## src/hw/eeprom_config.svh

```systemverilog
`ifndef EEPROM_CONFIG_SVH
`define EEPROM_CONFIG_SVH

// number of bytes in the array
`define EEPROM_DEPTH 2048

// full address, block bits plus word address
`define EEPROM_AW 11

// upper nibble of the control byte
`define EEPROM_DEV_CODE 4'b1010

// flops per bus input
`define EEPROM_SYNC_STAGES 2

`endif

```

## src/hw/eeprom_pkg.sv

```systemverilog
`default_nettype none

`include "eeprom_config.svh"

package eeprom_pkg;

    typedef logic [7:0] byte_t;

    typedef logic [`EEPROM_AW-1:0] mem_addr_t;

    // block bits 3:1 of the control byte
    typedef logic [2:0] block_sel_t;

    // slot 0 to 8, 8 is the ack slot
    typedef logic [3:0] bit_idx_t;

    typedef enum logic [2:0] {
        IDLE,
        CTRL,
        ADDR,
        WDATA,
        RDATA,
        ACK_OUT,
        ACK_IN,
        WAIT_STOP
    } ctrl_state_e;

    // one-cycle strobes plus the synchronized data level
    typedef struct packed {
        logic start;
        logic stop;
        logic scl_rise;
        logic scl_fall;
        logic data_level;
    } bus_evt_t;

endpackage

`default_nettype wire

```

## src/hw/byte_shifter.sv

```systemverilog
`timescale 1ns/1ps
`default_nettype none

module byte_shifter import eeprom_pkg::*;
(
    input  logic     sda,
    input  logic     rst_n,
    input  bus_evt_t evt,
    input  logic     load,
    input  byte_t    load_data,
    input  logic     shift_out,
    output byte_t    rx_byte,
    output logic     tx_bit
);

    byte_t shreg;

    assign rx_byte = shreg;

    // msb first in both directions
    always_ff @(posedge sda)
    begin
        if (load)
        begin
            shreg <= load_data;
        end
        else if (evt.scl_rise)
        begin
            shreg <= {shreg[6:0], evt.data_level};
        end
    end

    // next bit goes out while scl is low, the rise then moves
    // the following bit to the top of the register
    always_ff @(posedge sda)
    begin
        if (!rst_n)
        begin
            tx_bit <= 1'b1;
        end
        else if (evt.scl_fall && shift_out)
        begin
            tx_bit <= shreg[7];
        end
    end

endmodule

`default_nettype wire

```

## config.mk

```make
export PLATFORM = sky130hd
export DESIGN_NAME = byte_shifter
export DESIGN_NICKNAME = d
export VERILOG_FILES = /design/src/hw/eeprom_pkg.sv /design/src/hw/byte_shifter.sv
export VERILOG_INCLUDE_DIRS = /design/src /design/src/hw
export SDC_FILE = /design/constraint.sdc
export NUM_CORES = 1
export LEC_CHECK = 0
export BUFFER_PORTS_ARGS = -buffer_cell sky130_fd_sc_hd__buf_2
export CAP_MARGIN = 20
export CORE_AREA = 4 4 41 43
export CTS_BUF_LIST = sky130_fd_sc_hd__clkbuf_8
export DETAILED_ROUTE_END_ITERATION = 6
export DIE_AREA = 0 0 45 47
export GPL_TIMING_DRIVEN = 0
export MAX_ROUTING_LAYER = met4
export PLACE_DENSITY = 0.58
export SLEW_MARGIN = 25
export SYNTH_ARGS = -nofsm -noshare
export SYNTH_HDL_FRONTEND = slang
export SYNTH_SLANG_ARGS = --single-unit
export TNS_END_PERCENT = 50
```

## constraint.sdc

```tcl
create_clock -name sda -period 1.4 [get_ports sda]
set_clock_uncertainty 0.15 [all_clocks]
set_input_delay 0.28 -clock sda [delete_from_list [all_inputs] [get_ports sda]]
set_output_delay 0.28 -clock sda [all_outputs]
set_load 0.05 [all_outputs]
```

## After elaboration in Yosys (flattened, before gate mapping)

Index checks and enable logic that the tools add are counted.

- $add $sub $neg: 0
- Multipliers: 0
- Divide/modulo/power cells: 0
- $lt $le $gt $ge: 0
- Eq/ne operators: 0
- Shift-type cells: 0
- Muxes and demuxes: 2
- Bitwise logic cells: 0
- Reduce and logical (&&, ||, !) cells: 2

Operators by type and width:

| kind | number |
|---|---|
| two-way mux 8 bit | 2 |
| nonzero test 2 bit | 1 |
| logical AND 1 bit | 1 |

- Register bits after elaboration: 9
- Bits in latches: 0
- RAM bits: 0
- Bits in read-only memories: 0
- Bits of input ports: 17
- Output and inout port bits: 9
- Logic and storage cells: 6
- Memories: 0

## Depth between registers and ports, before layout

- Depth after elaboration: 2
- Mapped depth: 2
- Gate-level depth less buffers: 2

## Worst setup path before layout

No wires, ideal clock.

- Path type: reg2reg
- Start point: reg shreg[0] (netlist: rx_byte[0])
- End point: reg shreg[1] (netlist: rx_byte[1]) (data pin)
- Setup time: 0.260 ns
- Arrival: 0.926 ns
- Data required time: 0.990 ns
- Slack: 0.064 ns
- Stages on the path, launching flop included: 2
- Buffers on the path: 0
- Period minus slack after synthesis: 1.336 ns
- Cells stage by stage: edfxtp_1 -> mux2_4

- Cells in the longest elaborated chain, start to end: 2

RTL lines:

| element | RTL line | text |
|---|---|---|
| start: declaration | byte_shifter.sv:16 | `byte_t shreg;` |
| start signal: assignment | byte_shifter.sv:25 | `shreg <= load_data;` |
| start signal: assignment | byte_shifter.sv:29 | `shreg <= {shreg[6:0], evt.data_level};` |
| two-way mux 8 bit | byte_shifter.sv:27 | `else if (evt.scl_rise)` |
| two-way mux 8 bit | byte_shifter.sv:23 | `if (load)` |

No other way between the ends. The select of a mux whose other input is x is not followed.
A chain may end at the register's enable or synchronous reset.

## Worst setup path in the final report

- Start point: reg shreg[2] (netlist: rx_byte[2])
- End point: out rx_byte[2]

RTL lines:

| element | RTL line | text |
|---|---|---|
| end: declaration | byte_shifter.sv:12 | `output byte_t rx_byte,` |

No word-level cell between the ends.

==> results.md <==
- Class of the most critical hold timing path: in2reg
- Post-detailed-routing wire length: roughly 800 µm
- Sum of net half-perimeters after detailed placement: ~640 µm
- Post-synth cell types: 8
- Pwr per Cell Area: 1400 nW/µm²
- Most frequent cells in the layout: 22 x sky130_fd_sc_hd__buf_2, 8 x sky130_fd_sc_hd__mux2_4, 8 x sky130_fd_sc_hd__edfxtp_1
- Number of CTS-inserted buffers: 3
- Top delay family on crit path: flip-flops
- Iteration-0 DRC count of the detailed router: 0
- Part of the power in registers: 0.412
- GPL Wtd Cong: about 0.74
- Gr ovfl total: 0
- Placed cell count: 59
- Transition at the pin with the smallest max-transition slack: 0.343 ns
- Post-synthesis sequential area ratio: 0.625
- Kind of critical path: reg2out
- Vias in the first global route: 304
- Critical path launch point type: flop
- Final setup violating endpoints: 0
- Status: finished, final reports clean
- Gates resized, CTS repair: 0
- Later-pin clock latency in the skew report: 0.23 ns
- Endpoint required time on the critical path: 0.97 ns
- Worst-case clock buffer depth: 2
- Effective utilization at floorplan: 0.320
- Number of remaining DRC errors: 0
- Count of port buffers added during placement: 22
- Global routing met3 resource utilization: 0.0421
- #FFs+latches synth: 9
- Internal reg-to-reg setup slack: about 0.33 ns
- Max-slew violation count: 0
- Internal Power: approximately 0.59 mW
- Global Route met2 Usage: 0.153
- Most frequent standard cell in the layout excluding fill and tap cells: sky130_fd_sc_hd__buf_2
- Standby leakage power: around 0.29 nW
- Synthesis warning total: 0
- Critical-path cell list: buf_2
- Total Neg Setup Slack: 0 ns
- Unrepaired setup endpoints after global routing: no
- Proportion of layout cells with a drive suffix above 1: 0.708
- Delay of the slowest critical-path stage: 0.35 ns
- Hold-fix buffers, CTS: 0
- Count of mapped cells out of synthesis: 22
- Number of hold violations in the final report: 0
- Portion of total power attributed to the clock network: 0.349
- Dominant cells by area after synthesis: sky130_fd_sc_hd__edfxtp_1 58%, sky130_fd_sc_hd__mux2_4 29%, sky130_fd_sc_hd__dfxtp_1 4.8%, sky130_fd_sc_hd__buf_6 2.7%, sky130_fd_sc_hd__and3b_1 2.1%
- Number of max-cap violations: 0
- Combinational power share: 0.238
- Clock sink total: 9
- Data arrival at the endpoint of the critical path: 0.85 ns
- Die X: about 45 µm
- Top-area cell type share of the netlist area: 0.577
- Most heavily used metal layer in global routing: met2
- Switching part of the total power: 0.289
- Number of placement rows: 13
- Area Overhead vs Synth: 41.7%
- H-tree Lvls: 1
- Met1 usage in global routing: 0.0913
- Area leader, netlist: sky130_fd_sc_hd__edfxtp_1
- Mean instance size in the synthesized netlist: 18.9 µm²
- Time the final worst path needs with I/O delays and setup: 1.28 ns
- Setup repair bufs after CTS: 0
- Largest net degree at the start of global routing: 10
- Critical path buffer and inverter count: 1
- Setup crit end kind: primary output
- Finished Layout Cells: 63
- Clock slew at reported path FFs: 0.05 ns
- Root Driver: sky130_fd_sc_hd__clkbuf_8
- Peak VDD IR: ~0.47 mV
- Synthesized area: 417 µm²
- Period utilization: 0.918
- Placeable core region: 1300 µm²
- Floorplan die height: 47 µm
- Slowest cell on the critical path: sky130_fd_sc_hd__edfxtp_1
- Average detailed-routed wire length per instance: 13.0 µm
- Final antenna-violating net count: 0
- Sw power: 0.238 mW
- First-pass GRT wire length: 1.30 mm
- Number of nets in the synthesized netlist: 39
- Antenna violations before repair: 0
- Remaining max-slew budget at the tightest pin: 0.771
- Number of placed I/O pins: 26
- DR vias: 280
- Via-to-Cell Ratio: 4.44
- Max Fanout on Critical Path: 2
- TritonRoute pass-1 iters: 1
- Highest Clock Rate: 0.778 GHz
- Overall track demand over capacity in global routing: 0.0932
- Utilization of the core after routing: 0.454
- TritonCTS clock tree: done
- Full die area: 2120 µm²
- Post-layout total power: 0.826 mW
- Layout net count: 66
- Total inserted antenna cells: 0
through the flow:
step | cell area [µm²] | setup slack [ns] | hold slack [ns]
final | 591 | 0.115 | 0.102
after global routing | 591 | 0.0800 | 0.129
after CTS | 591 | 0.106 | 0.115
after detailed placement | 546 | 0.136 | 0.355
after global placement | 546 | 0.174 | 0.316
after floorplan | 417 | 0.0642 | 0.206
per-layer routing:
metal / part of all wire / vias to the layer above
met5: 0 / -
met4: 0 / 0
met3: 0.14 / 0
met2: 0.47 / 20
met1: 0.39 / 125
li1: - / 135
worst paths after layout:
check / end / from / cells past startpoint
max: rx_byte[2] / rx_byte[2] / 1
max reg2reg: rx_byte[3] / rx_byte[2] / 1
min reg2reg: tx_bit / tx_bit / 2
min: tx_bit / rst_n / 2
synth_stat cells (all sizes together):
library cell	number
a21oi	1
and3b	1
buf	1
dfxtp	1
edfxtp	8
mux2	8
o21ai	1
or2	1
area by class of cell:
type                    count  area (µm²)
fillers                   136         711
flip-flops and latches      9         260
multi-input cells          12         145
repair buffers             22         110
clock buffers               3        41.3
well taps                  15        18.8
plain buffers               1        11.3
clock inverters             1        3.75
sequential cells by signal (all words and copies together), names as in the netlist:
signal   flops
tx_bit       1
rx_byte      8
cells by family (layout without fill, tap and decap cells):
kind of cell           Yosys count  in the layout  share of synthesized area
and+or+nand+nor                  2              2                     0.0360
buffers and inverters            1             27                     0.0270
AOI/OAI and AO/OA                2              2                     0.0240
DFF                              9              9                      0.625
muxes                            8              8                      0.288
power by group through the flow:
| stage | sequential (mW) | clock (mW) | combinational [mW] |
|---|---|---|---|
| floorplan | 0.440 | 0 | 0.0519 |
| global placement | 0.343 | 0 | 0.196 |
| detailed placement | 0.345 | 0 | 0.198 |
| CTS | 0.341 | 0.300 | 0.199 |
| global route | 0.345 | 0.306 | 0.205 |
| finish | 0.340 | 0.289 | 0.197 |
Note: power is estimated with default switching activity, not from simulation.
