`src/hw/eeprom_config.svh`:
```
`ifndef EEPROM_CONFIG_SVH
`define EEPROM_CONFIG_SVH

// number of bytes in the array
`define EEPROM_DEPTH 2048

// full address, block bits plus word address
`define EEPROM_AW 11

// upper nibble of the control byte
`define EEPROM_DEV_CODE 4'b1010

// flops per bus input
`define EEPROM_SYNC_STAGES 2

`endif

```
`src/hw/eeprom_pkg.sv`:
```
`default_nettype none

`include "eeprom_config.svh"

package eeprom_pkg;

    typedef logic [7:0] byte_t;

    typedef logic [`EEPROM_AW-1:0] mem_addr_t;

    // block bits 3:1 of the control byte
    typedef logic [2:0] block_sel_t;

    // slot 0 to 8, 8 is the ack slot
    typedef logic [3:0] bit_idx_t;

    typedef enum logic [2:0] {
        IDLE,
        CTRL,
        ADDR,
        WDATA,
        RDATA,
        ACK_OUT,
        ACK_IN,
        WAIT_STOP
    } ctrl_state_e;

    // one-cycle strobes plus the synchronized data level
    typedef struct packed {
        logic start;
        logic stop;
        logic scl_rise;
        logic scl_fall;
        logic data_level;
    } bus_evt_t;

endpackage

`default_nettype wire

```
`src/hw/i2c_line_monitor.sv`:
```
`timescale 1ns/1ps
`default_nettype none

`include "eeprom_config.svh"

module i2c_line_monitor import eeprom_pkg::*;
(
    input  logic     sda,
    input  logic     rst_n,
    input  logic     i2c_scl,
    input  logic     i2c_data,
    output bus_evt_t evt
);

    localparam int STAGES = `EEPROM_SYNC_STAGES;

    logic [STAGES-1:0] scl_sync;
    logic [STAGES-1:0] data_sync;
    logic              scl_s;
    logic              data_s;
    logic              scl_prev;
    logic              data_prev;
    bus_evt_t          evt_next;

    assign scl_s  = scl_sync[STAGES-1];
    assign data_s = data_sync[STAGES-1];

    // idle bus is high on both lines
    always_ff @(posedge sda)
    begin
        if (!rst_n)
        begin
            scl_sync  <= '1;
            data_sync <= '1;
            scl_prev  <= 1'b1;
            data_prev <= 1'b1;
        end
        else
        begin
            scl_sync  <= {scl_sync[STAGES-2:0], i2c_scl};
            data_sync <= {data_sync[STAGES-2:0], i2c_data};
            scl_prev  <= scl_s;
            data_prev <= data_s;
        end
    end

    // data changes while scl stays high mark start and stop
    always_comb
    begin
        evt_next.start      = scl_s && scl_prev && data_prev && !data_s;
        evt_next.stop       = scl_s && scl_prev && !data_prev && data_s;
        evt_next.scl_rise   = scl_s && !scl_prev;
        evt_next.scl_fall   = !scl_s && scl_prev;
        evt_next.data_level = data_s;
    end

    always_ff @(posedge sda)
    begin
        if (!rst_n)
        begin
            evt <= '{start: 1'b0, stop: 1'b0, scl_rise: 1'b0, scl_fall: 1'b0,
                     data_level: 1'b1};
        end
        else
        begin
            evt <= evt_next;
        end
    end

endmodule

`default_nettype wire

```
`config.mk`:
```
export PLATFORM = sky130hd
export DESIGN_NAME = i2c_line_monitor
export DESIGN_NICKNAME = d
export VERILOG_FILES = /design/src/hw/eeprom_pkg.sv /design/src/hw/i2c_line_monitor.sv
export VERILOG_INCLUDE_DIRS = /design/src /design/src/hw
export SDC_FILE = /design/constraint.sdc
export NUM_CORES = 1
export LEC_CHECK = 0
export BUFFER_PORTS_ARGS = -buffer_cell sky130_fd_sc_hd__buf_2
export CAP_MARGIN = 20
export CORE_AREA = 2 2 39 41
export CTS_CLUSTER_SIZE = 12
export DETAILED_ROUTE_END_ITERATION = 8
export DIE_AREA = 0 0 41 43
export HOLD_SLACK_MARGIN = 0.05
export PLACE_DENSITY = 0.48
export REMOVE_ABC_BUFFERS = 1
export SYNTH_ARGS = -nofsm -noshare
export SYNTH_HDL_FRONTEND = slang
export SYNTH_SLANG_ARGS = --single-unit
```
`constraint.sdc`:
```
create_clock -name sda -period 0.8 [get_ports sda]
set_input_delay 0.16 -clock sda [delete_from_list [all_inputs] [get_ports sda]]
set_output_delay 0.16 -clock sda [all_outputs]
set_load 0.02 [all_outputs]
```
Word-level counts from Yosys, hierarchy flattened
Cells that the tools add are included.

word-level totals
  register bits = 10
  bits of input ports = 4
  output and inout port bits = 5
  logic and storage cells = 19

cells by class
  reductions and logical operators = 11

operators with widths
  kind                 count
  $logic_and A1 B1 Y1  7
  $logic_not A1 Y1     4

Depth between registers and ports, before layout
  depth after elaboration = 3
  depth in mapped cells = 2
  depth with buffers taken out = 2

Least setup slack after synthesis
No wires, ideal clock.

  kind = reg2reg
  start point = register scl_sync[1]
  end point = register evt[4] (netlist bit)
  setup time = 0.073 ns
  data arrival time = 0.602 ns
  required time = 0.727 ns
  setup slack = 0.126 ns
  cell stages (with the launch flop) = 3
  buffers on the path = 0
  period minus slack after synthesis = 0.674 ns
  cells stage by stage = dfxtp_1 > nand3_2 > nor3b_2

between the ends
  word-level cells in the longest chain between the ends = 3

ends and longest elaborated chain
  item                              RTL line                text
  start: declaration                i2c_line_monitor.sv:17  logic [STAGES-1:0] scl_sync;
  start signal: assignment          i2c_line_monitor.sv:40  scl_sync <= {scl_sync[STAGES-2:0], i2c_scl};
  $logic_and A1 B1 Y1 (3 in a row)  i2c_line_monitor.sv:50  evt_next.start = scl_s && scl_prev && data_prev && !data_s;
  end signal: assignment            i2c_line_monitor.sv:61  evt <= '{start: 1'b0, stop: 1'b0, scl_rise: 1'b0, scl_fall: 1'b0,
  end signal: assignment            i2c_line_monitor.sv:66  evt <= evt_next;
  end: declaration                  i2c_line_monitor.sv:12  output bus_evt_t evt

Every way passes these cells.
A chain may end at the register's enable or synchronous reset.

Final worst setup path
  start point = register evt[0] (netlist bit)
  end point = output port evt[0] (netlist bit)

No word-level cell between the ends.

==> flow_results.org <==
** Clock network
- Reg clk slew, reported paths :: 0.07 ns
- Clock tree synthesis inserted a total of 3 buffers.
- Deepest level of the CTS H-tree :: 1
- Number of sinks driven by the clock tree :: 10
- CTS Hold Bufs :: 0
- Clock latency reported for the late side of the worst-skew pair :: 0.26 ns
- Maximum clock insertion buffer count :: 2
- The tree is rooted in a sky130_fd_sc_hd__clkbuf_4.
- TritonCTS clock tree :: yes

** Routing
- TritonRoute pass-1 iters :: 2
- DRC Markers :: 0
- Via count :: 196
- Dividing the detail-routed wire length by the instance count gives 7.63 um.
- Dividing the detail-routed via count by the number of cells gives 3.77.
- Number of nets with antenna violations after routing :: 0
- After detailed routing, the total wire length is 397 um.
- Drt first-iter violations :: 1

** Synthesis
- Area share of fa/ha/maj cells after synthesis :: 0%
- After synthesis, the mean cell area works out to 12.6 um2.
- Post-synthesis share of cell area spent on xor and xnor gates :: 0%
- After synthesis, flip-flops and latches occupy 66.1% of the total area.
- Post-synthesis instance area :: 303 um2
- Main combinational cell family by area after synthesis :: simple AND/OR/NAND/NOR gates
- Fraction of the mapped netlist area in compound gates :: 0%
- Counting every instance in the synthesized netlist gives 24.
- In this run, synthesis produced a sequential element count of 10.
- During synthesis, Yosys emitted a total of 0 warnings.
- Post-synthesis mux area share :: 0%
- Unique cell type count in the Yosys netlist :: 7
- Synthesized-area fraction occupied by and/or/nand/nor cells :: 31.4%

** Layout
- Final Non-Filler Cells :: 52
- Area growth syn-to-layout :: 44.6%
- Total Nets Final :: 41
- Counting the fill cells in the layout gives 149.
- The repair_antennas step left the layout with diodes totalling 0.
- Final core utilization :: 31.6%
- Highest-count cells in the layout ignoring fill and taps :: sky130_fd_sc_hd__or2b_1, sky130_fd_sc_hd__dfxtp_2, sky130_fd_sc_hd__buf_6
- Final Cell Area :: 438 um2
- Fraction of final layout cells sized beyond drive strength 1 :: 61.1%

** Outcome
- The final reports fail on negative setup slack.
- The run finished, with violations left.

** Timing
- The final count of hold timing violations came to 0.
- Worst slew margin :: 90.9%
- Setup repair after global routing could not meet its margin everywhere.
- Across all setup checks in the final design, the least slack found is -0.0696 ns.
- The number of slew-limit violations in the final report was 0.
- The routed design could run at a clock period as short as 0.870 ns.
- Hold WS :: 0.0729 ns
- Maximum achievable frequency :: 1150 MHz
- At the pin with the least slew margin, the transition time is 0.136 ns.
- Clock Skew :: 0.00417 ns
- Setup violations remaining at the end of the flow were counted as 5.
- Adding up every negative setup slack in the final design gives -0.304 ns.
- Period Utilization, post-route :: 109%

** Placement
- Placed Instance Area :: 355 um2
- Setup slack at placement :: 0.0831 ns
- Including well taps, the total number of placed cells is 47.
- Summed over all nets, the half-perimeter wirelength after detailed placement is 303 um.
- Port-buffer cells :: 8
- Final GP Congestion :: 0.598

** Setup path
- Kind of cell adding the most delay to the critical path :: flip-flops
- The largest single stage delay on the critical path is 0.33 ns.
- Along the worst path, the maximum fanout reaches 2.
- Together, buffers and inverters on the worst path number 1.
- The worst setup path is of the flip-flop to primary output kind.
- CP cell instances :: buf_6
- For the worst setup path, the data arrival time is 0.71 ns.
- Kind of capture point of the worst setup path :: primary output
- Slowest stage cell on the critical path :: sky130_fd_sc_hd__dfxtp_2
- The worst setup path is launched from a flip-flop.
- Data required time at the worst endpoint :: 0.64 ns

** GRT
- Number of antenna violations at the first check in global routing :: 0
- The first global-routing pass estimated 745 um of wire.
- Largest net degree at the start of global routing :: 10
- Global routing used 7.16% of the available tracks across all layers.
- Number of global-route vias before repair :: 185
- Summed over all layers, the global routing overflow is 0.

** Hold path
- Path category of the worst min-delay check :: input port to flip-flop

** Floorplan
- Effective utilization at floorplan :: 21.9%
- Site Rows :: 14
- 9 I/O pins were placed.
- Width of the die :: 41 um
- The core region is 1380 um2.
- The die covers 1760 um2.
- Die H :: 43 um

** Power
- Leakage power figure :: 0.191 nW
- Total power for the finished layout comes to 1.02 mW.
- Power spread over the standard cell area amounts to 2340 nW/um2.
- IR drop worst, VDD :: 1.09 mV

** Job
- Across the run, the number of max-cap violations was 0.
## layout make-up
type | instances | area (um2) | share of cell area (%)
sequential | 10 | 208 | 47.4
multi-input combinational | 13 | 95.1 | 21.7
timing repair buffer | 9 | 78.8 | 18.0
clock buffer | 4 | 36.3 | 8.29
tap | 16 | 20.0 | 4.57
## synthesized netlist by cell type
cell type                  n  area share (%)
sky130_fd_sc_hd__or2b_1    6              15
sky130_fd_sc_hd__nand2_1   2             2.5
sky130_fd_sc_hd__buf_4     1             2.5
sky130_fd_sc_hd__nor3b_2   2             8.3
sky130_fd_sc_hd__nand3_2   1             3.3
sky130_fd_sc_hd__nor2_1    2             2.5
sky130_fd_sc_hd__dfxtp_1  10              66
## flip-flops by register name, summed over array words and instances, names as in the netlist
register,flops
scl_prev,1
evt,5
data_sync,2
scl_sync,2
## logic make-up (layout without fill, tap and decap cells)
| group | count (synthesis) | in the layout |
|---|---|---|
| and+or+nand+nor | 13 | 13 |
| DFF | 10 | 10 |
| buffers and inverters | 1 | 13 |
## final timing paths
check | cells past startpoint | end | slack [ns] | startpoint
max | 1 | evt[0] | -0.07 | evt[0]$_SDFF_PN1_
min | 2 | scl_sync[0]$_SDFF_PN1_ | 0.07 | i2c_scl
max reg2reg | 2 | evt[4]$_SDFF_PN0_ | 0.10 | scl_prev$_SDFF_PN1_
min reg2reg | 1 | data_sync[1]$_SDFF_PN1_ | 0.40 | data_sync[0]$_SDFF_PN1_
## power breakdown
group,internal [mW],total [mW],switching [mW],leakage [nW]
registers,0.515,0.523,0.00813,0.0831
clock network,0.276,0.446,0.170,0.0210
logic,0.0306,0.0541,0.0235,0.0868
## metal layers
metal	GRT usage [%]	up-vias	part of all wire [%]
li1	-	98	-
met1	7.82	86	37
met2	8.13	12	45
met3	9.42	0	18
met4	2.00	0	0
met5	0	-	0
## timing repair
item | 4_1_cts | 5_1_grt
gates cloned | 0 | 0
buffers inserted | 1 | 0
hold endpoints to repair | 0 | 1
gates resized for setup | 15 | 1
setup endpoints to repair | 5 | 6
pin swaps | 0 | 0
Note: power is estimated with default switching activity, not from simulation.
