`src/hw/eeprom_config.svh`:
```
`ifndef EEPROM_CONFIG_SVH
`define EEPROM_CONFIG_SVH

// number of bytes in the array
`define EEPROM_DEPTH 2048

// full address, block bits plus word address
`define EEPROM_AW 11

// upper nibble of the control byte
`define EEPROM_DEV_CODE 4'b1010

// flops per bus input
`define EEPROM_SYNC_STAGES 2

`endif

```
`src/hw/eeprom_pkg.sv`:
```
`default_nettype none

`include "eeprom_config.svh"

package eeprom_pkg;

    typedef logic [7:0] byte_t;

    typedef logic [`EEPROM_AW-1:0] mem_addr_t;

    // block bits 3:1 of the control byte
    typedef logic [2:0] block_sel_t;

    // slot 0 to 8, 8 is the ack slot
    typedef logic [3:0] bit_idx_t;

    typedef enum logic [2:0] {
        IDLE,
        CTRL,
        ADDR,
        WDATA,
        RDATA,
        ACK_OUT,
        ACK_IN,
        WAIT_STOP
    } ctrl_state_e;

    // one-cycle strobes plus the synchronized data level
    typedef struct packed {
        logic start;
        logic stop;
        logic scl_rise;
        logic scl_fall;
        logic data_level;
    } bus_evt_t;

endpackage

`default_nettype wire

```
`src/hw/bit_counter.sv`:
```
`timescale 1ns/1ps
`default_nettype none

module bit_counter import eeprom_pkg::*;
(
    input  logic     sda,
    input  logic     rst_n,
    input  bus_evt_t evt,
    input  logic     clear,
    output bit_idx_t bit_idx,
    output logic     byte_done,
    output logic     ack_slot,
    output logic     frame_end
);

    always_ff @(posedge sda)
    begin
        if (!rst_n)
        begin
            bit_idx   <= '0;
            byte_done <= 1'b0;
            ack_slot  <= 1'b0;
            frame_end <= 1'b0;
        end
        else
        begin
            byte_done <= 1'b0;
            frame_end <= 1'b0;
            if (clear || evt.start)
            begin
                bit_idx  <= '0;
                ack_slot <= 1'b0;
            end
            else if (evt.scl_rise)
            begin
                // eighth bit sampled here
                if (bit_idx == 4'd7)
                    byte_done <= 1'b1;
                // holds at 8 through the ack bit
                if (bit_idx != 4'd8)
                    bit_idx <= bit_idx + 4'd1;
            end
            else if (evt.scl_fall)
            begin
                if (ack_slot)
                begin
                    ack_slot  <= 1'b0;
                    frame_end <= 1'b1;
                    bit_idx   <= '0;
                end
                else if (bit_idx == 4'd8)
                begin
                    ack_slot <= 1'b1;
                end
            end
        end
    end

endmodule

`default_nettype wire

```
`config.mk`:
```
export PLATFORM = sky130hd
export DESIGN_NAME = bit_counter
export DESIGN_NICKNAME = d
export VERILOG_FILES = /design/src/hw/eeprom_pkg.sv /design/src/hw/bit_counter.sv
export VERILOG_INCLUDE_DIRS = /design/src /design/src/hw
export SDC_FILE = /design/constraint.sdc
export NUM_CORES = 1
export LEC_CHECK = 0
export BUFFER_PORTS_ARGS = -buffer_cell sky130_fd_sc_hd__buf_2
export CORE_AREA = 2 2 39 41
export CTS_CLUSTER_DIAMETER = 80
export DETAILED_ROUTE_END_ITERATION = 10
export DIE_AREA = 0 0 41 43
export GPL_TIMING_DRIVEN = 0
export PLACE_DENSITY = 0.46
export SLEW_MARGIN = 5
export SYNTH_ARGS = -nofsm -noshare
export SYNTH_HDL_FRONTEND = slang
export SYNTH_SLANG_ARGS = --single-unit
```
`constraint.sdc`:
```
create_clock -name sda -period 2 [get_ports sda]
set_clock_uncertainty 0.2 [all_clocks]
set_input_delay 0 -clock sda [delete_from_list [all_inputs] [get_ports sda]]
set_output_delay 0 -clock sda [all_outputs]
set_load 0.01 [all_outputs]
```
; ---- Word-level counts from Yosys, hierarchy flattened
; Cells that the tools add are included.
[totals]
out_inout_bits = 7
word_cells = 28
input_bits = 8
regBits = 7
[classes]
mux = 8
n_bitwise = 3
eq_ne = 4
n_addsub = 1
reduce_logical = 8
[ops]
columns = cell, n
row1 = two-way mux 4 bit, 4
row2 = "adder 4 x 1 -> 4 bit, second input constant", 1
row3 = "== test 4 x 3 -> 1 bit, second input constant", 1
row4 = "== test 4 bit, second input constant", 1
row5 = two-way mux 1 bit, 4
row6 = "inequality test 4 bit, second input constant", 1
row7 = nonzero test 2 bit, 2
row8 = OR reduction 4 bit, 1
row9 = NOT 1 bit, 3
row10 = AND reduction 3 bit, 1
row11 = OR reduction 3 bit, 1
row12 = "inequality test 2 x 1 -> 1 bit, second input constant", 1
row13 = AND reduction 2 bit, 1
row14 = OR reduction 2 bit, 1
row15 = logical OR 1 bit, 1

; ---- Longest topological paths before layout
; Gate-level depths: netlist (run 1).
[depth]
ltp_word = 3
ltp_mapped = 5
mapped_depth_nobuf = 5

; ---- Worst setup path before layout (run 1)
; OpenSTA, ideal clock, no wires.
[synth_timing]
path_kind = register to register
start = register bit_idx[0]
end = register bit_idx[2]
path_stages_with_launch = 6
path_slack_ns = 0.392
setup_time_ns = 0.067
arrival_ns = 1.341
t_required_ns = 1.733
synth_period_minus_slack_ns = 1.608
n_path_buf = 0
cell_sequence = dfxtp_1 -> inv_1 -> ha_1 -> and3b_1 -> or3_1 -> a21oi_2
[synth_via]
elab_chain_cells = 3
elab_cells_between_ends = 6
classes_between = add/sub (1) / eq/ne (2) / mux (2) / reduce/logical (1)
[synth_rtl]
columns = element, line
row1 = from (decl), bit_counter.sv:10  ; output bit_idx_t bit_idx,
row2 = from (signal assigned), bit_counter.sv:41  ; bit_idx <= bit_idx + 4'd1;
row3 = adder 4 x 1 -> 4 bit / inequality test 4 bit (equally long branches), "bit_counter.sv:41, bit_counter.sv:40"
row4 = two-way mux 4 bit / inequality test 2 x 1 -> 1 bit (equally long branches), --
row5 = two-way mux 4 bit / AND reduction 3 bit (equally long branches), --
; Parallel ways exist; a longest one is shown, timed or not. The select of a mux whose other input is x is not followed.
; A chain may end at the register's enable or synchronous reset.

; ---- Worst setup path in the final report (run 1)
; Ends and elaborated chain as after synthesis.

==> results.cfg, run 1 <==
[placement]
portBuffers = 12
dpl_cell_area_sq_um = 415
gp_congestion = 0.709
place_hpwl_um = 536

[global_routing]
grt-busiest-layer = met2
grt_use_met1_pct = 11.9
met2_usage_pct = 15.0
grt_max_degree = 9
grt_pass1_wl_um = 1210
overflow = 0
grt_use_total_pct = 10.4
grt_pass1_vias = 301
antenna_found_initial = 0
grt_use_met3_pct = 6.28

[floorplanning]
core-area_sq_um = 1380
fp.dieW_um = 41
start_util_pct = 24.2
fp.dieH_um = 43
die_area_sq_um = 1760
num_rows = 14
io_pins = 15

[worst_setup_path]
critPathCaptureType = flip-flop
critPathLaunchType = flip-flop
crit_required_ns = 1.99
critPathMaxFanout = 6
cp.arrival_ns = 1.62
crit_type = reg -> reg

[routing]
wl_per_cell_um = 9.80
drt_iter0_markers = 12
totalWireLength_um = 735
final_antenna_net_count = 0
drc = 0
via_per_inst = 4.55
dr.pass1.iters = 4
routed-via-count = 341

[logic_synthesis]
ys_ff_latch = 7
synth_top_area_share_pct = 41.8
netlist_top_cells_count = dfxtp_1 (7), inv_1 (4), nand3_1 (4)
synth_cells = 39
async_reset_ff_share_pct = 0
synth_top_cell_by_area = dfxtp_1
yosysSeqAreaShare_pct = 41.8
yosys.cell_types.count = 18
syn-num-nets = 49
synth_area_sq_um = 335
synthTopCellsByArea = dfxtp_1 (42%), ha_1 (7.5%), nand3_1 (6.0%)
avgSynthCellArea_sq_um = 8.60
synthFlopType = dfxtp_1
yosysWarnings = 0
synth_edf_count = 0
yosysMostFrequentCell = dfxtp_1

[min_path]
holdCritPathClass = reg -> reg

[timing]
tightestPinTransition_ns = 0.277
drv_slew = 0
rsz0062_at_grt = no
fin_setup_tns_ns = 0
post-route-period-util_pct = 81.7
finalHoldViolations = 0
fin_crit_ns = 1.63
max_slew_margin_pct = 81.5
setup_viol = 0
max_freq_mhz = 612

[cts]
htreeDepth = 1
cts_buffer_depth = 2
cts_resized = 0
numCtsBuffers = 3
post-cts-setup-buffers = 0
clk_latency_ns = 0.25
clock_sinks = 7
cts_tree = built
cts_root_buf = clkbuf_4
clkSlewWorstSetupHoldPaths_ns = 0.05

[run]
maxCapViolCount = 0

[final_layout]
fill_cells = 153
nets = 70
stdcell_area_sq_um = 482
syn_to_final_growth_pct = 43.7
drive_gt1_share_pct = 27.1
multi_input_area_sq_um = 180
regArea_sq_um = 140
diodes = 0

[power]
leakage_nw = 0.197
powerDensity_nw_per_um2 = 598
ir_drop_uv = 381

[status]
status = finished, final reports clean
layout by cell type, fill, tap and decap left out, types with 2 or more instances in the layout:
cell,Yosys,layout
a21oi_1,3,3
nand3_1,4,4
ha_1,2,2
or3_1,2,2
inv_1,4,4
o211ai_1,2,2
nand3b_1,2,2
buf_2,0,12
dlygate4sd3_1,0,4
clkbuf_4,0,3
nand2_1,3,3
dfxtp_1,7,7
nor2_1,2,2
repair_timing:
item	4_1_cts	5_1_grt
hold buffers	4	0
endpoints found under the hold margin	7	0
setup endpoints to repair	0	0
per-stage QoR:
step                util [%]  setup slack [ns]  cells  hold WS, ns  power [mW]
finish                  34.8             0.366     75        0.286       0.288
global route            34.8             0.276     75        0.325       0.304
CTS                     34.8             0.366     75        0.289       0.295
detailed placement      30.0             0.373     67        0.129       0.160
global placement        30.0             0.375     67        0.120       0.159
floorplan                  -             0.392     39      -0.0523       0.151
registers in the layout, indices dropped and copies added, names as in the netlist:
name / cells
byte_done: 1
ack_slot: 1
frame_end: 1
bit_idx: 4
cell type report:
| class | instances | area share, % |
|---|---|---|
| well taps | 16 | 4.16 |
| multi-input cells | 28 | 37.4 |
| flip-flops and latches | 7 | 29.1 |
| clock buffers | 4 | 5.45 |
| inverters | 4 | 3.12 |
| repair buffers | 16 | 20.8 |
worst paths after layout:
kind,start,end,slack [ns],cells after the start
hold / removal,ack_slot$_SDFFE_PP0P_,ack_slot$_SDFFE_PP0P_,0.29,2
setup reg to reg,bit_idx[0]$_SDFFE_PP0P_,bit_idx[2]$_SDFFE_PP0P_,0.37,5
hold reg to reg,ack_slot$_SDFFE_PP0P_,ack_slot$_SDFFE_PP0P_,0.29,2
setup / recovery,bit_idx[0]$_SDFFE_PP0P_,bit_idx[2]$_SDFFE_PP0P_,0.37,5
worst max-delay path: stages (launching register included):
cell and delay (ns):
dfxtp_1 0.41, inv_1 0.09, ha_1 0.21, and3b_1 0.20, or3_1 0.37, a21oi_2 0.11
cell families (layout without fill, tap and decap cells):
kind of cell / count (synthesis) / in the layout / synth area share (%)
compound gates: 10 / 10 / 20.1
flops: 7 / 7 / 41.8
fa+ha+maj: 2 / 2 / 7.46
buf+inv: 4 / 24 / 4.48
simple gates: 16 / 16 / 26.1
metal layers:
layer / wire (um) / up-vias / share of wire, %
met2: 361 / 10 / 49
met3: 39 / 0 / 5.3
met4: 0 / 0 / 0
li1: - / 182 / -
met1: 335 / 149 / 46
met5: 0 / - / 0
power breakdown:
part | switching [mW] | leakage [nW] | total, mW | internal (mW)
registers | 0.000944 | 0.0564 | 0.141 | 0.140
clock network | 0.0500 | 0.0150 | 0.126 | 0.0760
logic | 0.00932 | 0.125 | 0.0209 | 0.0116
Power figures use the tool's default switching activity.
==> run 2, diff against run 1 <==
--- a/config.mk
+++ b/config.mk
@@ -12,7 +12,7 @@
 export DETAILED_ROUTE_END_ITERATION = 10
 export DIE_AREA = 0 0 41 43
 export GPL_TIMING_DRIVEN = 0
-export PLACE_DENSITY = 0.46
+export PLACE_DENSITY = 0.48
 export SLEW_MARGIN = 5
 export SYNTH_ARGS = -nofsm -noshare
 export SYNTH_HDL_FRONTEND = slang
==> constraint.sdc (replaced) <==
create_clock -name sda -period 1.4 [get_ports sda]
set_clock_uncertainty 0.2 [all_clocks]
set_input_delay 0 -clock sda [delete_from_list [all_inputs] [get_ports sda]]
set_output_delay 0 -clock sda [all_outputs]
set_load 0.01 [all_outputs]
==> run 2 against run 1 <==
Compared with the run above:
- the run now ends with negative setup slack left
- flip-flop and latch count unchanged
- sequential power up 41%
- sequential share of layout area down 3.7 points
- core utilization up 7.1 points
- via count up 13%
- count of clock-buffer cells in the layout unchanged
- wire length up 22%
==> results.cfg, run 2 (synthesis gave the netlist of run 1 again) <==
[placement]
pre_cts_ws_ns = -0.0801
place_inst = 67
portBuffers = 12
gp_congestion = 0.677
place_hpwl_um = 545

[worst_setup_path]
critPathCaptureType = flip-flop
cp_slowest_cell = dfxtp_4
cp.arrival_ns = 1.49
max_stage_delay_ns = 0.37
critPathMaxFanout = 4
crit_family = simple AND/OR/NAND/NOR gates
critPathLaunchType = flip-flop
path_buf_inv = 1
crit_type = reg -> reg
crit_required_ns = 1.39
worstPathCellList = inv_4 > ha_4 > and3b_2 > or3_4 > a21oi_2

[floorplanning]
fp.dieH_um = 43
die_area_sq_um = 1760
io_pins = 15
start_util_pct = 24.2
core-area_sq_um = 1380
fp.dieW_um = 41
num_rows = 14

[routing]
totalWireLength_um = 898
wl_per_cell_um = 10.7
drc = 0
final_antenna_net_count = 0
dr.pass1.iters = 4
routed-via-count = 386
via_per_inst = 4.60
drt_iter0_markers = 5

[final_layout]
final_util_pct = 42.0
nets = 79
diodes = 0
layout_common_cells = buf_2 (12), buf_4 (8), dfxtp_1 (5), dlygate4sd3_1 (5), nand3_1 (4)
largest-register = bit_idx
syn_to_final_growth_pct = 73.1
largest_reg_flops = 4
stdcell_count = 84
layout_commonest_cell = buf_2
drive_gt1_share_pct = 45.6

[global_routing]
grt_use_total_pct = 13.1
grt_pass1_wl_um = 1480
antenna_found_initial = 0
grt_max_degree = 9
overflow = 0
grt_pass1_vias = 318

[timing]
tightestPinTransition_ns = 0.260
post-route-period-util_pct = 107
max_slew_margin_pct = 82.6
drv_slew = 0
finalHoldViolations = 0
setup_ws_ns = -0.0968
fin_crit_ns = 1.50
rsz0062_at_grt = yes
fin_setup_tns_ns = -0.219
max_freq_mhz = 668
setup_viol = 3

[power]
leakage_nw = 0.252
power_frac_comb_pct = 9.0
swShare_pct = 22.1
ir_drop_uv = 547
p_int_mw = 0.329
p_switching_mw = 0.0935
fin_total_pwr_mw = 0.422
powerDensity_nw_per_um2 = 727
pwr-share-seq_pct = 47.0
p_clk_share_pct = 44.0

[min_path]
holdCritPathClass = reg -> reg

[cts]
clkSlewWorstSetupHoldPaths_ns = 0.05
htreeDepth = 1
cts_buffer_depth = 2
cts_root_buf = clkbuf_4
clock_sinks = 7
numCtsBuffers = 3
clk_latency_ns = 0.25
cts_tree = built

[status]
status = complete, but fails checks
violations = negative setup slack

[run]
maxCapViolCount = 0
==> run 2: cell types whose count changed in the layout (fill, tap and decap cells not counted), sizes merged <==
cell	before	now
dlygate4sd3	4	5
buf	12	20
==> run 2: through the flow <==
| step | instance area, sq um | hold slack, ns |
|---|---|---|
| global placement | 425 | 0.119 |
| finish | 581 | 0.296 |
| floorplan | 345 | -0.0627 |
| global route | 581 | 0.315 |
| detailed placement | 425 | 0.123 |
| CTS | 539 | 0.291 |
==> run 2: per-layer routing <==
| layer | GRT usage, % | up-vias | wire [um] |
|---|---|---|---|
| met4 | 6.00 | 0 | 10 |
| met2 | 15.3 | 12 | 404 |
| met3 | 9.42 | 2 | 59 |
| li1 | - | 198 | - |
| met1 | 17.6 | 174 | 423 |
| met5 | 0 | - | 0 |
==> run 2: worst reg2reg max path, delay by kind of cell, from the launching register on <==
family	cells	cell delay [ns]
AOI/OAI and AO/OA	1	0.11
adders and majority gates	1	0.14
buffers and inverters	1	0.04
DFF	1	0.37
and+or+nand+nor	2	0.57
==> run 2: worst paths after layout <==
kind / from / endpoint / slack, ns / cells past startpoint
worst min register to register: ack_slot$_SDFFE_PP0P_ / ack_slot$_SDFFE_PP0P_ / 0.30 / 2
worst max-delay path: bit_idx[0]$_SDFFE_PP0P_ / bit_idx[2]$_SDFFE_PP0P_ / -0.1 / 5
worst min-delay path: ack_slot$_SDFFE_PP0P_ / ack_slot$_SDFFE_PP0P_ / 0.30 / 2
worst max register to register: bit_idx[0]$_SDFFE_PP0P_ / bit_idx[2]$_SDFFE_PP0P_ / -0.1 / 5
==> run 2: final cells by class <==
class                      instances  area (sq um)
multi-input combinational         28           199
clock buffer                       4          26.3
fill                             145           803
inverter                           4          17.5
timing repair buffer              25           170
sequential                         7           148
tap                               16          20.0
==> run 2: timing repair <==
action	in CTS	in global routing
endpoints found under the hold margin	7	0
gates resized for setup	0	4
setup endpoints to repair	2	5
setup buffers	5	3
pin swaps	2	3
hold buffers	5	0
==> run 2: power groups by stage <==
stage / Sequential [mW] / Clock [mW] / Combinational, mW
4_1_cts: 0.198 / 0.196 / 0.0360
3_3_place_gp: 0.203 / 0 / 0.0222
3_5_place_dp: 0.203 / 0 / 0.0224
6_report: 0.199 / 0.186 / 0.0378
2_1_floorplan: 0.203 / 0 / 0.00957
5_1_grt: 0.198 / 0.215 / 0.0429
