$ cat src/hw/eeprom_config.svh
`ifndef EEPROM_CONFIG_SVH
`define EEPROM_CONFIG_SVH

// number of bytes in the array
`define EEPROM_DEPTH 2048

// full address, block bits plus word address
`define EEPROM_AW 11

// upper nibble of the control byte
`define EEPROM_DEV_CODE 4'b1010

// flops per bus input
`define EEPROM_SYNC_STAGES 2

`endif

$ cat src/hw/eeprom_pkg.sv
`default_nettype none

`include "eeprom_config.svh"

package eeprom_pkg;

    typedef logic [7:0] byte_t;

    typedef logic [`EEPROM_AW-1:0] mem_addr_t;

    // block bits 3:1 of the control byte
    typedef logic [2:0] block_sel_t;

    // slot 0 to 8, 8 is the ack slot
    typedef logic [3:0] bit_idx_t;

    typedef enum logic [2:0] {
        IDLE,
        CTRL,
        ADDR,
        WDATA,
        RDATA,
        ACK_OUT,
        ACK_IN,
        WAIT_STOP
    } ctrl_state_e;

    // one-cycle strobes plus the synchronized data level
    typedef struct packed {
        logic start;
        logic stop;
        logic scl_rise;
        logic scl_fall;
        logic data_level;
    } bus_evt_t;

endpackage

`default_nettype wire

$ cat src/hw/eeprom_fsm.sv
`timescale 1ns/1ps
`default_nettype none

`include "eeprom_config.svh"

module eeprom_fsm import eeprom_pkg::*;
(
    input  logic      sda,
    input  logic      rst_n,
    input  bus_evt_t  evt,
    input  bit_idx_t  bit_idx,
    input  logic      byte_done,
    input  logic      ack_slot,
    input  logic      frame_end,
    input  byte_t     rx_byte,
    input  logic      tx_bit,
    input  byte_t     rdata,
    output logic      clear,
    output logic      load,
    output logic      shift_out,
    output logic      mem_we,
    output mem_addr_t mem_addr,
    output byte_t     mem_wdata,
    output logic      sda_oe
);

    ctrl_state_e state;
    ctrl_state_e ack_next;
    block_sel_t  blk;
    mem_addr_t   ptr;
    logic        fetch;
    logic        wr_go;
    logic        ack_rise;
    logic        drive_tx;

    // scl rise inside the ack slot
    assign ack_rise = evt.scl_rise && ack_slot;

    assign mem_addr  = ptr;
    assign mem_wdata = rx_byte;

    // rdata follows ptr, so an unchanged byte is not rewritten
    assign mem_we = wr_go && (rx_byte != rdata);

    assign shift_out = (state == RDATA) || (state == ACK_IN) ||
                       (state == ACK_OUT && ack_next == RDATA);

    // released from the ack slot on, master owns the line then
    assign drive_tx = (state == RDATA);
    assign sda_oe   = drive_tx ? (!tx_bit && !ack_slot) : (state == ACK_OUT && ack_slot);

    always_ff @(posedge sda)
    begin
        if (!rst_n)
        begin
            state    <= IDLE;
            ack_next <= IDLE;
            blk      <= '0;
            ptr      <= '0;
            fetch    <= 1'b0;
            load     <= 1'b0;
            wr_go    <= 1'b0;
            clear    <= 1'b0;
        end
        else
        begin
            fetch <= 1'b0;
            wr_go <= 1'b0;
            clear <= 1'b0;
            // rdata is valid the cycle after fetch
            load  <= fetch;
            if (load || wr_go)
                ptr <= ptr + 1'b1;

            if (evt.stop)
            begin
                state <= IDLE;
                clear <= 1'b1;
            end
            else if (evt.start)
            begin
                state <= CTRL;
            end
            else
            begin
                case (state)
                    CTRL:
                    begin
                        // drop out early once the device code is in
                        if (bit_idx == 4'd4 && rx_byte[3:0] != `EEPROM_DEV_CODE)
                        begin
                            state <= IDLE;
                        end
                        else if (byte_done)
                        begin
                            blk   <= rx_byte[3:1];
                            state <= ACK_OUT;
                            if (rx_byte[0])
                            begin
                                ptr      <= {rx_byte[3:1], ptr[7:0]};
                                ack_next <= RDATA;
                            end
                            else
                            begin
                                ack_next <= ADDR;
                            end
                        end
                    end
                    ADDR:
                    begin
                        if (byte_done)
                        begin
                            ptr      <= {blk, rx_byte};
                            ack_next <= WDATA;
                            state    <= ACK_OUT;
                        end
                    end
                    WDATA:
                    begin
                        // single byte write, anything after it is ignored
                        if (byte_done)
                        begin
                            wr_go    <= 1'b1;
                            ack_next <= WAIT_STOP;
                            state    <= ACK_OUT;
                        end
                    end
                    ACK_OUT:
                    begin
                        if (ack_rise && ack_next == RDATA)
                            fetch <= 1'b1;
                        if (frame_end)
                            state <= ack_next;
                    end
                    RDATA:
                    begin
                        if (ack_slot)
                            state <= ACK_IN;
                    end
                    ACK_IN:
                    begin
                        if (ack_rise)
                        begin
                            // master nack ends the read
                            if (evt.data_level)
                            begin
                                state <= WAIT_STOP;
                                clear <= 1'b1;
                            end
                            else
                            begin
                                fetch <= 1'b1;
                            end
                        end
                        else if (frame_end)
                        begin
                            state <= RDATA;
                        end
                    end
                    default:
                    begin
                        state <= state;
                    end
                endcase
            end
        end
    end

endmodule

`default_nettype wire

$ cat config.mk
export PLATFORM = sky130hd
export DESIGN_NAME = eeprom_fsm
export DESIGN_NICKNAME = d
export VERILOG_FILES = /design/src/hw/eeprom_pkg.sv /design/src/hw/eeprom_fsm.sv
export VERILOG_INCLUDE_DIRS = /design/src /design/src/hw
export SDC_FILE = /design/constraint.sdc
export NUM_CORES = 1
export LEC_CHECK = 0
export ABC_CLOCK_PERIOD_IN_PS = 1800
export BUFFER_PORTS_ARGS = -buffer_cell sky130_fd_sc_hd__buf_2
export CORE_MARGIN = 2
export CORE_UTILIZATION = 45
export CTS_BUF_LIST = sky130_fd_sc_hd__clkbuf_4 sky130_fd_sc_hd__clkbuf_8 sky130_fd_sc_hd__clkbuf_16
export CTS_CLUSTER_DIAMETER = 100
export CTS_CLUSTER_SIZE = 30
export DETAILED_ROUTE_END_ITERATION = 8
export HOLD_SLACK_MARGIN = 0.15
export PLACE_DENSITY = 0.76
export RECOVER_POWER = 100
export SLEW_MARGIN = 20
export SYNTH_ARGS = -nofsm -noshare
export SYNTH_HDL_FRONTEND = slang
export SYNTH_SLANG_ARGS = --single-unit
$ cat constraint.sdc
create_clock -name sda -period 1.8 [get_ports sda]
set_input_delay 0.09 -clock sda [delete_from_list [all_inputs] [get_ports sda]]
set_output_delay 0.09 -clock sda [all_outputs]
set_load 0.01 [all_outputs]
======== Word-level counts from Yosys, hierarchy flattened ========
Cells that the tools add are included.
W data, S select, Z words.
operators by class
  reductions and logical operators ........ 23
  multiplexer cells ....................... 34
  equal/unequal tests ..................... 23
  $add $sub $neg .......................... 1
  bitwise operators ....................... 5
operators by type and width
  kind                     number
  $mux W11                 7
  $mux W3                  12
  $pmux W11 S2             1
  $pmux W3 S5              1
  $reduce_and A5 Y1        3
  $eq A3 B3 Y1 const B     4
  $ne A2 B2 Y1 const B     6
  $ne A3 B3 Y1 const B     4
  $ne A4 B4 Y1 const B     3
  $add A11 B1 Y11 const B  1
  $mux W1                  11
  $pmux W3 S3              1
  $ne A8 B8 Y1             1
  $logic_and A1 B1 Y1      7
  $reduce_and A7 Y1        1
  $eq A3 B2 Y1 const B     2
  $ne A6 B6 Y1 const B     1
  $reduce_bool A6 Y1       1
  $not A1 Y1               5
  $reduce_bool A5 Y1       1
  $eq A4 B3 Y1 const B     1
  $reduce_or A2 Y1         2
  $reduce_or A4 Y1         1
  $eq A3 B1 Y1 const B     1
  5 further kinds          8
storage, ports and cells
  output and inout bits ................... 24
  bits in registers ....................... 24

======== Logic depth before layout (Yosys ltp) ========
Gate-level depths: netlist of the first run.
  depth after elaboration ................. 8
  depth in mapped cells ................... 8
  depth with buffers taken out ............ 6

======== Least setup slack after synthesis of the first run ========
OpenSTA, ideal clock, no wires.
  path type ............................... register to register
  start point ............................. register state[2]
  end point ............................... register ptr[6], in the netlist mem_addr[6]
  stages on the path, launching flop included .. 8
  period minus slack after synthesis ...... 1.728 ns
  buffers on the path ..................... 2
  setup time .............................. 0.125 ns
  arrival time ............................ 1.603 ns
  setup slack ............................. 0.072 ns
  required time ........................... 1.675 ns
  cells stage by stage .................... dfxtp_1 -> buf_6 -> or4b_4 -> nor2_4 -> buf_8 -> o21ai_1 -> a222oi_1 -> nor2b_1
on the way
  longest elaborated chain between the ends .. 4
  elaborated cells on any way between the ends .. 6
RTL lines
  what                                                 RTL line           source
  start: declaration                                   eeprom_fsm.sv:27   ctrl_state_e state;
  start signal: assignment                             eeprom_fsm.sv:133  state <= ack_next;
  start signal: assignment                             eeprom_fsm.sv:162  state <= state;
  $eq A3 B2 Y1 / $eq A3 B1 Y1 (equally long branches)  eeprom_fsm.sv:86   case (state)
  $pmux W11 S2                                         eeprom_fsm.sv:86
  $mux W11                                             eeprom_fsm.sv:80   else if (evt.start)
  $mux W11                                             eeprom_fsm.sv:75   if (evt.stop)
  end signal: assignment                               eeprom_fsm.sv:73   ptr <= ptr + 1'b1;
  end signal: assignment                               eeprom_fsm.sv:100  ptr <= {rx_byte[3:1], ptr[7:0]};
  end signal: assignment                               eeprom_fsm.sv:113  ptr <= {blk, rx_byte};
  end: declaration                                     eeprom_fsm.sv:30   mem_addr_t ptr;
Several ways; a longest one is shown, not always the timed one.
A chain may end at the register's enable or synchronous reset.

======== Worst setup path after layout of the first run ========
  start point ............................. register state[2]
  end point ............................... register ptr[0], in the netlist mem_addr[0]
The elaborated chain is that of the path after synthesis.

==> metrics, run 1 <==
status finished clean; Filler cells 311; drt wl/cell 13.7 um; I/O Pins 55; Synth top area share 29.6%; number of synthesized register bits 24; Pint 0.689 mW; Switching Power 0.240 mW; Clock Sinks 24; ant diodes 0; core area 3390 um^2; footprint of the multi-input gates 996 um^2; Max Root-Sink Buffers 2; Req. time, crit path 2.01 ns; Final Util 60.1%; CTS H-tree depth 1; CTS tree built; Synth warnings 0; number of synthesized flops with an enable pin 0; Initial Util 47.9%; synthesized area 1620 um^2; Worst EP arrival 1.93 ns; crit share post-route 95.7%; Die Span Y 64.1 um; Synth Flop Type dfxtp_1; sequential share of power 57.9%; Worst-Margin Slew 0.397 ns; R2R cell count 6; top cells by area, synth dfxtp_1 (30%), xor2_1 (5.9%), nor2b_1 (5.8%); Comb power frac 16.7%; most common cell after layout, fill and taps aside buf_2; Worst Setup EP mem_addr[0]; P_leak 0.862 nW; first-pass GRT wire length 6810 um; share of layout cells above drive strength 1 24.0%; Syn Inst Count 189; gr ovfl total 0; clock root buffer clkbuf_4; dpl hpwl 3040 um; Max Cap Viol 0; drt via density 5.59; FF-to-FF setup slack 0.08 ns; initial antenna violation count 0; Final Hold Fails 0; area delta synth->final 25.4%; Register Area 482 um^2; Layout Skew 0.00615 ns; Tot Pwr 0.929 mW; worst r2r dst mem_addr[0]; fin crit period 1.72 ns; max_slew headroom 73.4%; crit path max fanout 7; Reg clk slew, reported paths 0.13 ns; Nets 288; First-pass DRT Iterations 6; post-route ant nets 0; crit path launch state[2]; DRT iter0 DRCs 92; All-Layer GR Usage 20.4%; Power Dens Cells 457 nW/um^2; clk_lat worst skew 0.31 ns; Synth area leader dfxtp_1; Crit. End Element flip-flop; DRC errors left 0; GPL Wtd Cong 0.919; Post-Route WL 4110 um; Yosys cell types 54; Final setup violation count 0; post-synth net total 221; number of port buffers 53; vias in the first global route 1557; largest net degree at the start of global routing 22; syn_area_per_cell 8.59 um^2; most frequent cells in the layout buf_2 (33), dfxtp_1 (23), clkbuf_1 (21); sequential share of the synthesized area 29.6%; CTS Buf Count 3; Async S/R FF share, synth 0%; fin. max-slew vios 0; clock power share 25.5%; fmax 581 MHz; HP Class input pin to flip-flop; Vias 1677; Die ar. 4100 um^2; critical path class flip-flop to flip-flop; CP Launch Type flip-flop; die width 64.1 um; Peak VDD IR 0.242 mV; Worst R2R Start state[2]; switching share of total power 25.9%; row count 21
## area by class of cell
| cell class | count | area share [%] |
|---|---|---|
| inverter | 6 | 1.11 |
| timing repair buffer | 77 | 22.4 |
| sequential | 24 | 23.7 |
| multi-input combinational | 144 | 48.9 |
| tap | 46 | 2.83 |
| clock buffer | 3 | 1.11 |
## metal layers
metal	vias up	global-route usage [%]	routed length [um]
met3	8	2.82	256
met1	789	26.3	1850
met2	56	35.2	1950
met5	-	0	0
li1	824	-	-
met4	0	5.98	61
## sequential cells by signal, indices dropped and copies added (netlist names)
register  cells
load          1
mem_addr     11
state         3
blk           3
ack_next      3
fetch         1
wr_go         1
clear         1
## stage by stage
step / setup WS, ns / setup TNS [ns] / instances / hold slack (ns) / area, um^2
2_1_floorplan: 0.0721 / 0 / 189 / 0.214 / 1620
3_3_place_gp: 0.102 / 0 / 284 / 0.392 / 1920
3_5_place_dp: 0.0569 / 0 / 284 / 0.389 / 1920
4_1_cts: 0.0399 / 0 / 297 / 0.157 / 2040
5_1_grt: -0.0114 / -0.0160 / 300 / 0.173 / 2040
6_report: 0.0774 / 0 / 300 / 0.167 / 2040
## cells by family after synthesis
group	synth area share, %
adder cells (fa/ha/maj)	0.771
buffers and inverters	8.87
flip-flops	29.6
AO/OA/AOI/OAI	25.0
multiplexers	3.16
XOR/XNOR	5.94
AND/OR/NAND/NOR	26.7
## power by group through the flow
stage | Sequential (mW) | Combinational, mW | Clock, mW
5_1_grt | 0.539 | 0.167 | 0.259
2_1_floorplan | 0.550 | 0.0744 | 0
3_3_place_gp | 0.550 | 0.140 | 0
4_1_cts | 0.538 | 0.157 | 0.244
3_5_place_dp | 0.550 | 0.141 | 0
6_report | 0.538 | 0.155 | 0.237
## Yosys cell counts (all sizes together) (3+ instances only)
library cell	n
a21boi	4
a21oi	7
a222oi	5
a22o	3
and4	3
buf	13
dfxtp	24
inv	6
mux2i	4
nand2	15
nand3	6
nand4	3
nor2	13
nor2b	15
nor4	4
o211a	3
o21ai	14
xor2	11
## worst min-delay path by stage
stage                     from           to  slack [ns]  cells after the start
global placement    rx_byte[5]  mem_addr[5]        0.39                      3
global route         frame_end     state[2]        0.17                      4
CTS                     evt[0]        clear        0.16                      4
floorplan               evt[3]        clear        0.21                      1
finish                  evt[0]        clear        0.17                      4
detailed placement   byte_done     state[2]        0.39                      3
## critical path, stage by stage, from the launching register on
cell and delay [ns]:
dfxtp_1 0.33, or4b_4 0.57, nor2_4 0.16, buf_12 0.14, nor2_4 0.06, a222oi_1 0.29
nor2b_1 0.08
## timing repair
action	CTS	global route
endpoints found under the setup margin	0	8
buffers inserted	0	2
hold endpoints to repair	13	0
hold buffers	10	0
resized for setup	0	4
No activity file was read; power rests on OpenSTA's default activity.
==> run 2, diff against run 1 <==
--- a/config.mk
+++ b/config.mk
@@ -8,6 +8,7 @@
 export LEC_CHECK = 0
 export ABC_CLOCK_PERIOD_IN_PS = 1800
 export BUFFER_PORTS_ARGS = -buffer_cell sky130_fd_sc_hd__buf_2
+export CORE_ASPECT_RATIO = 0.75
 export CORE_MARGIN = 2
 export CORE_UTILIZATION = 45
 export CTS_BUF_LIST = sky130_fd_sc_hd__clkbuf_4 sky130_fd_sc_hd__clkbuf_8 sky130_fd_sc_hd__clkbuf_16
==> run 2 against run 1 <==
Effect of this change:
- clock skew shrank 0.0025 ns
- die area increased by 0.12%
- highest routed layer unchanged
- combinational power about the same
==> metrics, run 2 (synthesis gave the netlist of run 1 again) <==
status finished clean; DRT iter0 DRCs 143; crit share post-route 94.7%; CP cell instances or4b_4 > nor2_4 > nor2_4 > a222oi_1 > nor2b_1; Crit. End Element flip-flop; share of layout cells above drive strength 1 23.1%; GPL Wtd Cong 0.889; most frequent cells in the layout buf_2 (30), dfxtp_1 (24), clkbuf_1 (24); clock root buffer clkbuf_8; drt wl/cell 15.0 um; ant diodes 0; fin. max-slew vios 0; busiest layer in global routing met2; Filler cells 333; Die Span Y 56.0 um; max reg flops 11; largest net degree at the start of global routing 22; Power Dens Cells 515 nW/um^2; Area after DPL 1900 um^2; CTS Buf Count 3; Clock Sinks 24; Crit path max-delay family simple AND/OR/NAND/NOR gates; dpl hpwl 3110 um; die width 73.3 um; post-route ant nets 0; Pint 0.755 mW; Worst path slowest cell or4b_4; Crit path buffers/inverters 0; P_leak 0.824 nW; Post-Route WL 4310 um; fin crit period 1.70 ns; met3 usage 3.62%; Vias 1683; area delta synth->final 21.1%; row count 18; first-pass GRT wire length 6850 um; cell area after layout 1970 um^2; CP Launch Type flip-flop; Comb power frac 15.1%; Nets 281; HP Class input pin to flip-flop; most common cell after layout, fill and taps aside buf_2; First-pass DRT Iterations 5; Max Cap Viol 0; met2 Usage GRT 32.3%; DRC errors left 0; Final Hold Fails 0; Reg clk slew, reported paths 0.08 ns; CTS H-tree depth 1; Final Util 58.2%; max_slew headroom 71.1%; switching share of total power 25.4%; crit path max fanout 7; Die ar. 4110 um^2; Worst-Margin Slew 0.433 ns; critical path class flip-flop to flip-flop; All-Layer GR Usage 20.8%; clock power share 31.8%; Global Route met1 Usage 29.4%; clk_lat worst skew 0.27 ns; core area 3380 um^2; Initial Util 48.0%; initial antenna violation count 0; I/O Pins 55; fmax 587 MHz; Tot Pwr 1.01 mW; Switching Power 0.257 mW; gr ovfl total 0; CTS tree built; sequential share of power 53.1%; Final setup violation count 0; Peak VDD IR 0.277 mV; drt via density 5.86; Worst EP arrival 1.86 ns; Max Root-Sink Buffers 2; CP dominant cell by count nor2_4; slowest stage delay, CP 0.58 ns; vias in the first global route 1426; number of port buffers 53; Req. time, crit path 1.95 ns; Layout Skew 0.00362 ns
==> run 2: changes by cell type in the layout (fill, tap and decap cells not counted), moves of 3 or more <==
cell and delta:
dlygate4sd3_1 -7, clkbuf_4 -4, buf_2 -3, buf_4 +3, clkbuf_1 +3, clkbuf_8 +3
==> run 2: worst paths after layout <==
path | from | end | slack (ns) | depth (start not counted)
worst max-delay path | state[2] | mem_addr[7] | 0.1 | 5
worst min-delay path | rx_byte[6] | mem_addr[6] | 0.16 | 3
worst max register to register | state[2] | mem_addr[7] | 0.1 | 5
worst min register to register | fetch | load | 0.44 | 1
==> run 2: cell type report <==
class / count / area [um^2] / share of cell area [%]
Multi-Input combinational cell: 145 / 1010 / 51.4
Sequential cell: 24 / 480 / 24.4
Clock buffer: 3 / 41.3 / 2.10
Timing Repair Buffer: 69 / 360 / 18.3
Inverter: 6 / 22.5 / 1.15
Tap cell: 40 / 50.0 / 2.55
==> run 2: what timing repair did <==
action,in CTS,in global routing
hold endpoints to repair,3,0
setup endpoints to repair,0,10
hold buffers,3,0
gates resized for setup,0,2
buffers inserted,0,2
==> run 2: through the flow <==
| step | hold WS [ns] | std cells | setup TNS (ns) | setup slack (ns) |
|---|---|---|---|---|
| 4_1_cts | 0.154 | 284 | 0 | 0.0178 |
| 2_1_floorplan | 0.214 | 189 | 0 | 0.0721 |
| 6_report | 0.158 | 287 | 0 | 0.0950 |
| 3_3_place_gp | 0.403 | 278 | 0 | 0.0699 |
| 5_1_grt | 0.193 | 287 | -0.00132 | -0.00132 |
| 3_5_place_dp | 0.405 | 278 | 0 | 0.0384 |
==> run 2: worst register-to-register path, delay by kind of cell, from the launching register on <==
| kind | cells | cell delay, ns |
|---|---|---|
| AO/OA/AOI/OAI | 1 | 0.31 |
| flip-flops | 1 | 0.32 |
| AND/OR/NAND/NOR | 4 | 0.96 |
==> run 2: power groups by stage <==
stage	Sequential, mW	Clock [mW]	Combinational (mW)
floorplan	0.550	0	0.0744
global route	0.538	0.350	0.167
finish	0.537	0.322	0.153
global placement	0.549	0	0.144
detailed placement	0.550	0	0.146
CTS	0.537	0.329	0.152
==> run 2: metal layers <==
| layer | vias up | routed length, um |
|---|---|---|
| li1 | 821 | - |
| met1 | 796 | 1970 |
| met2 | 64 | 1980 |
| met3 | 2 | 328 |
| met4 | 0 | 27 |
| met5 | - | 0 |
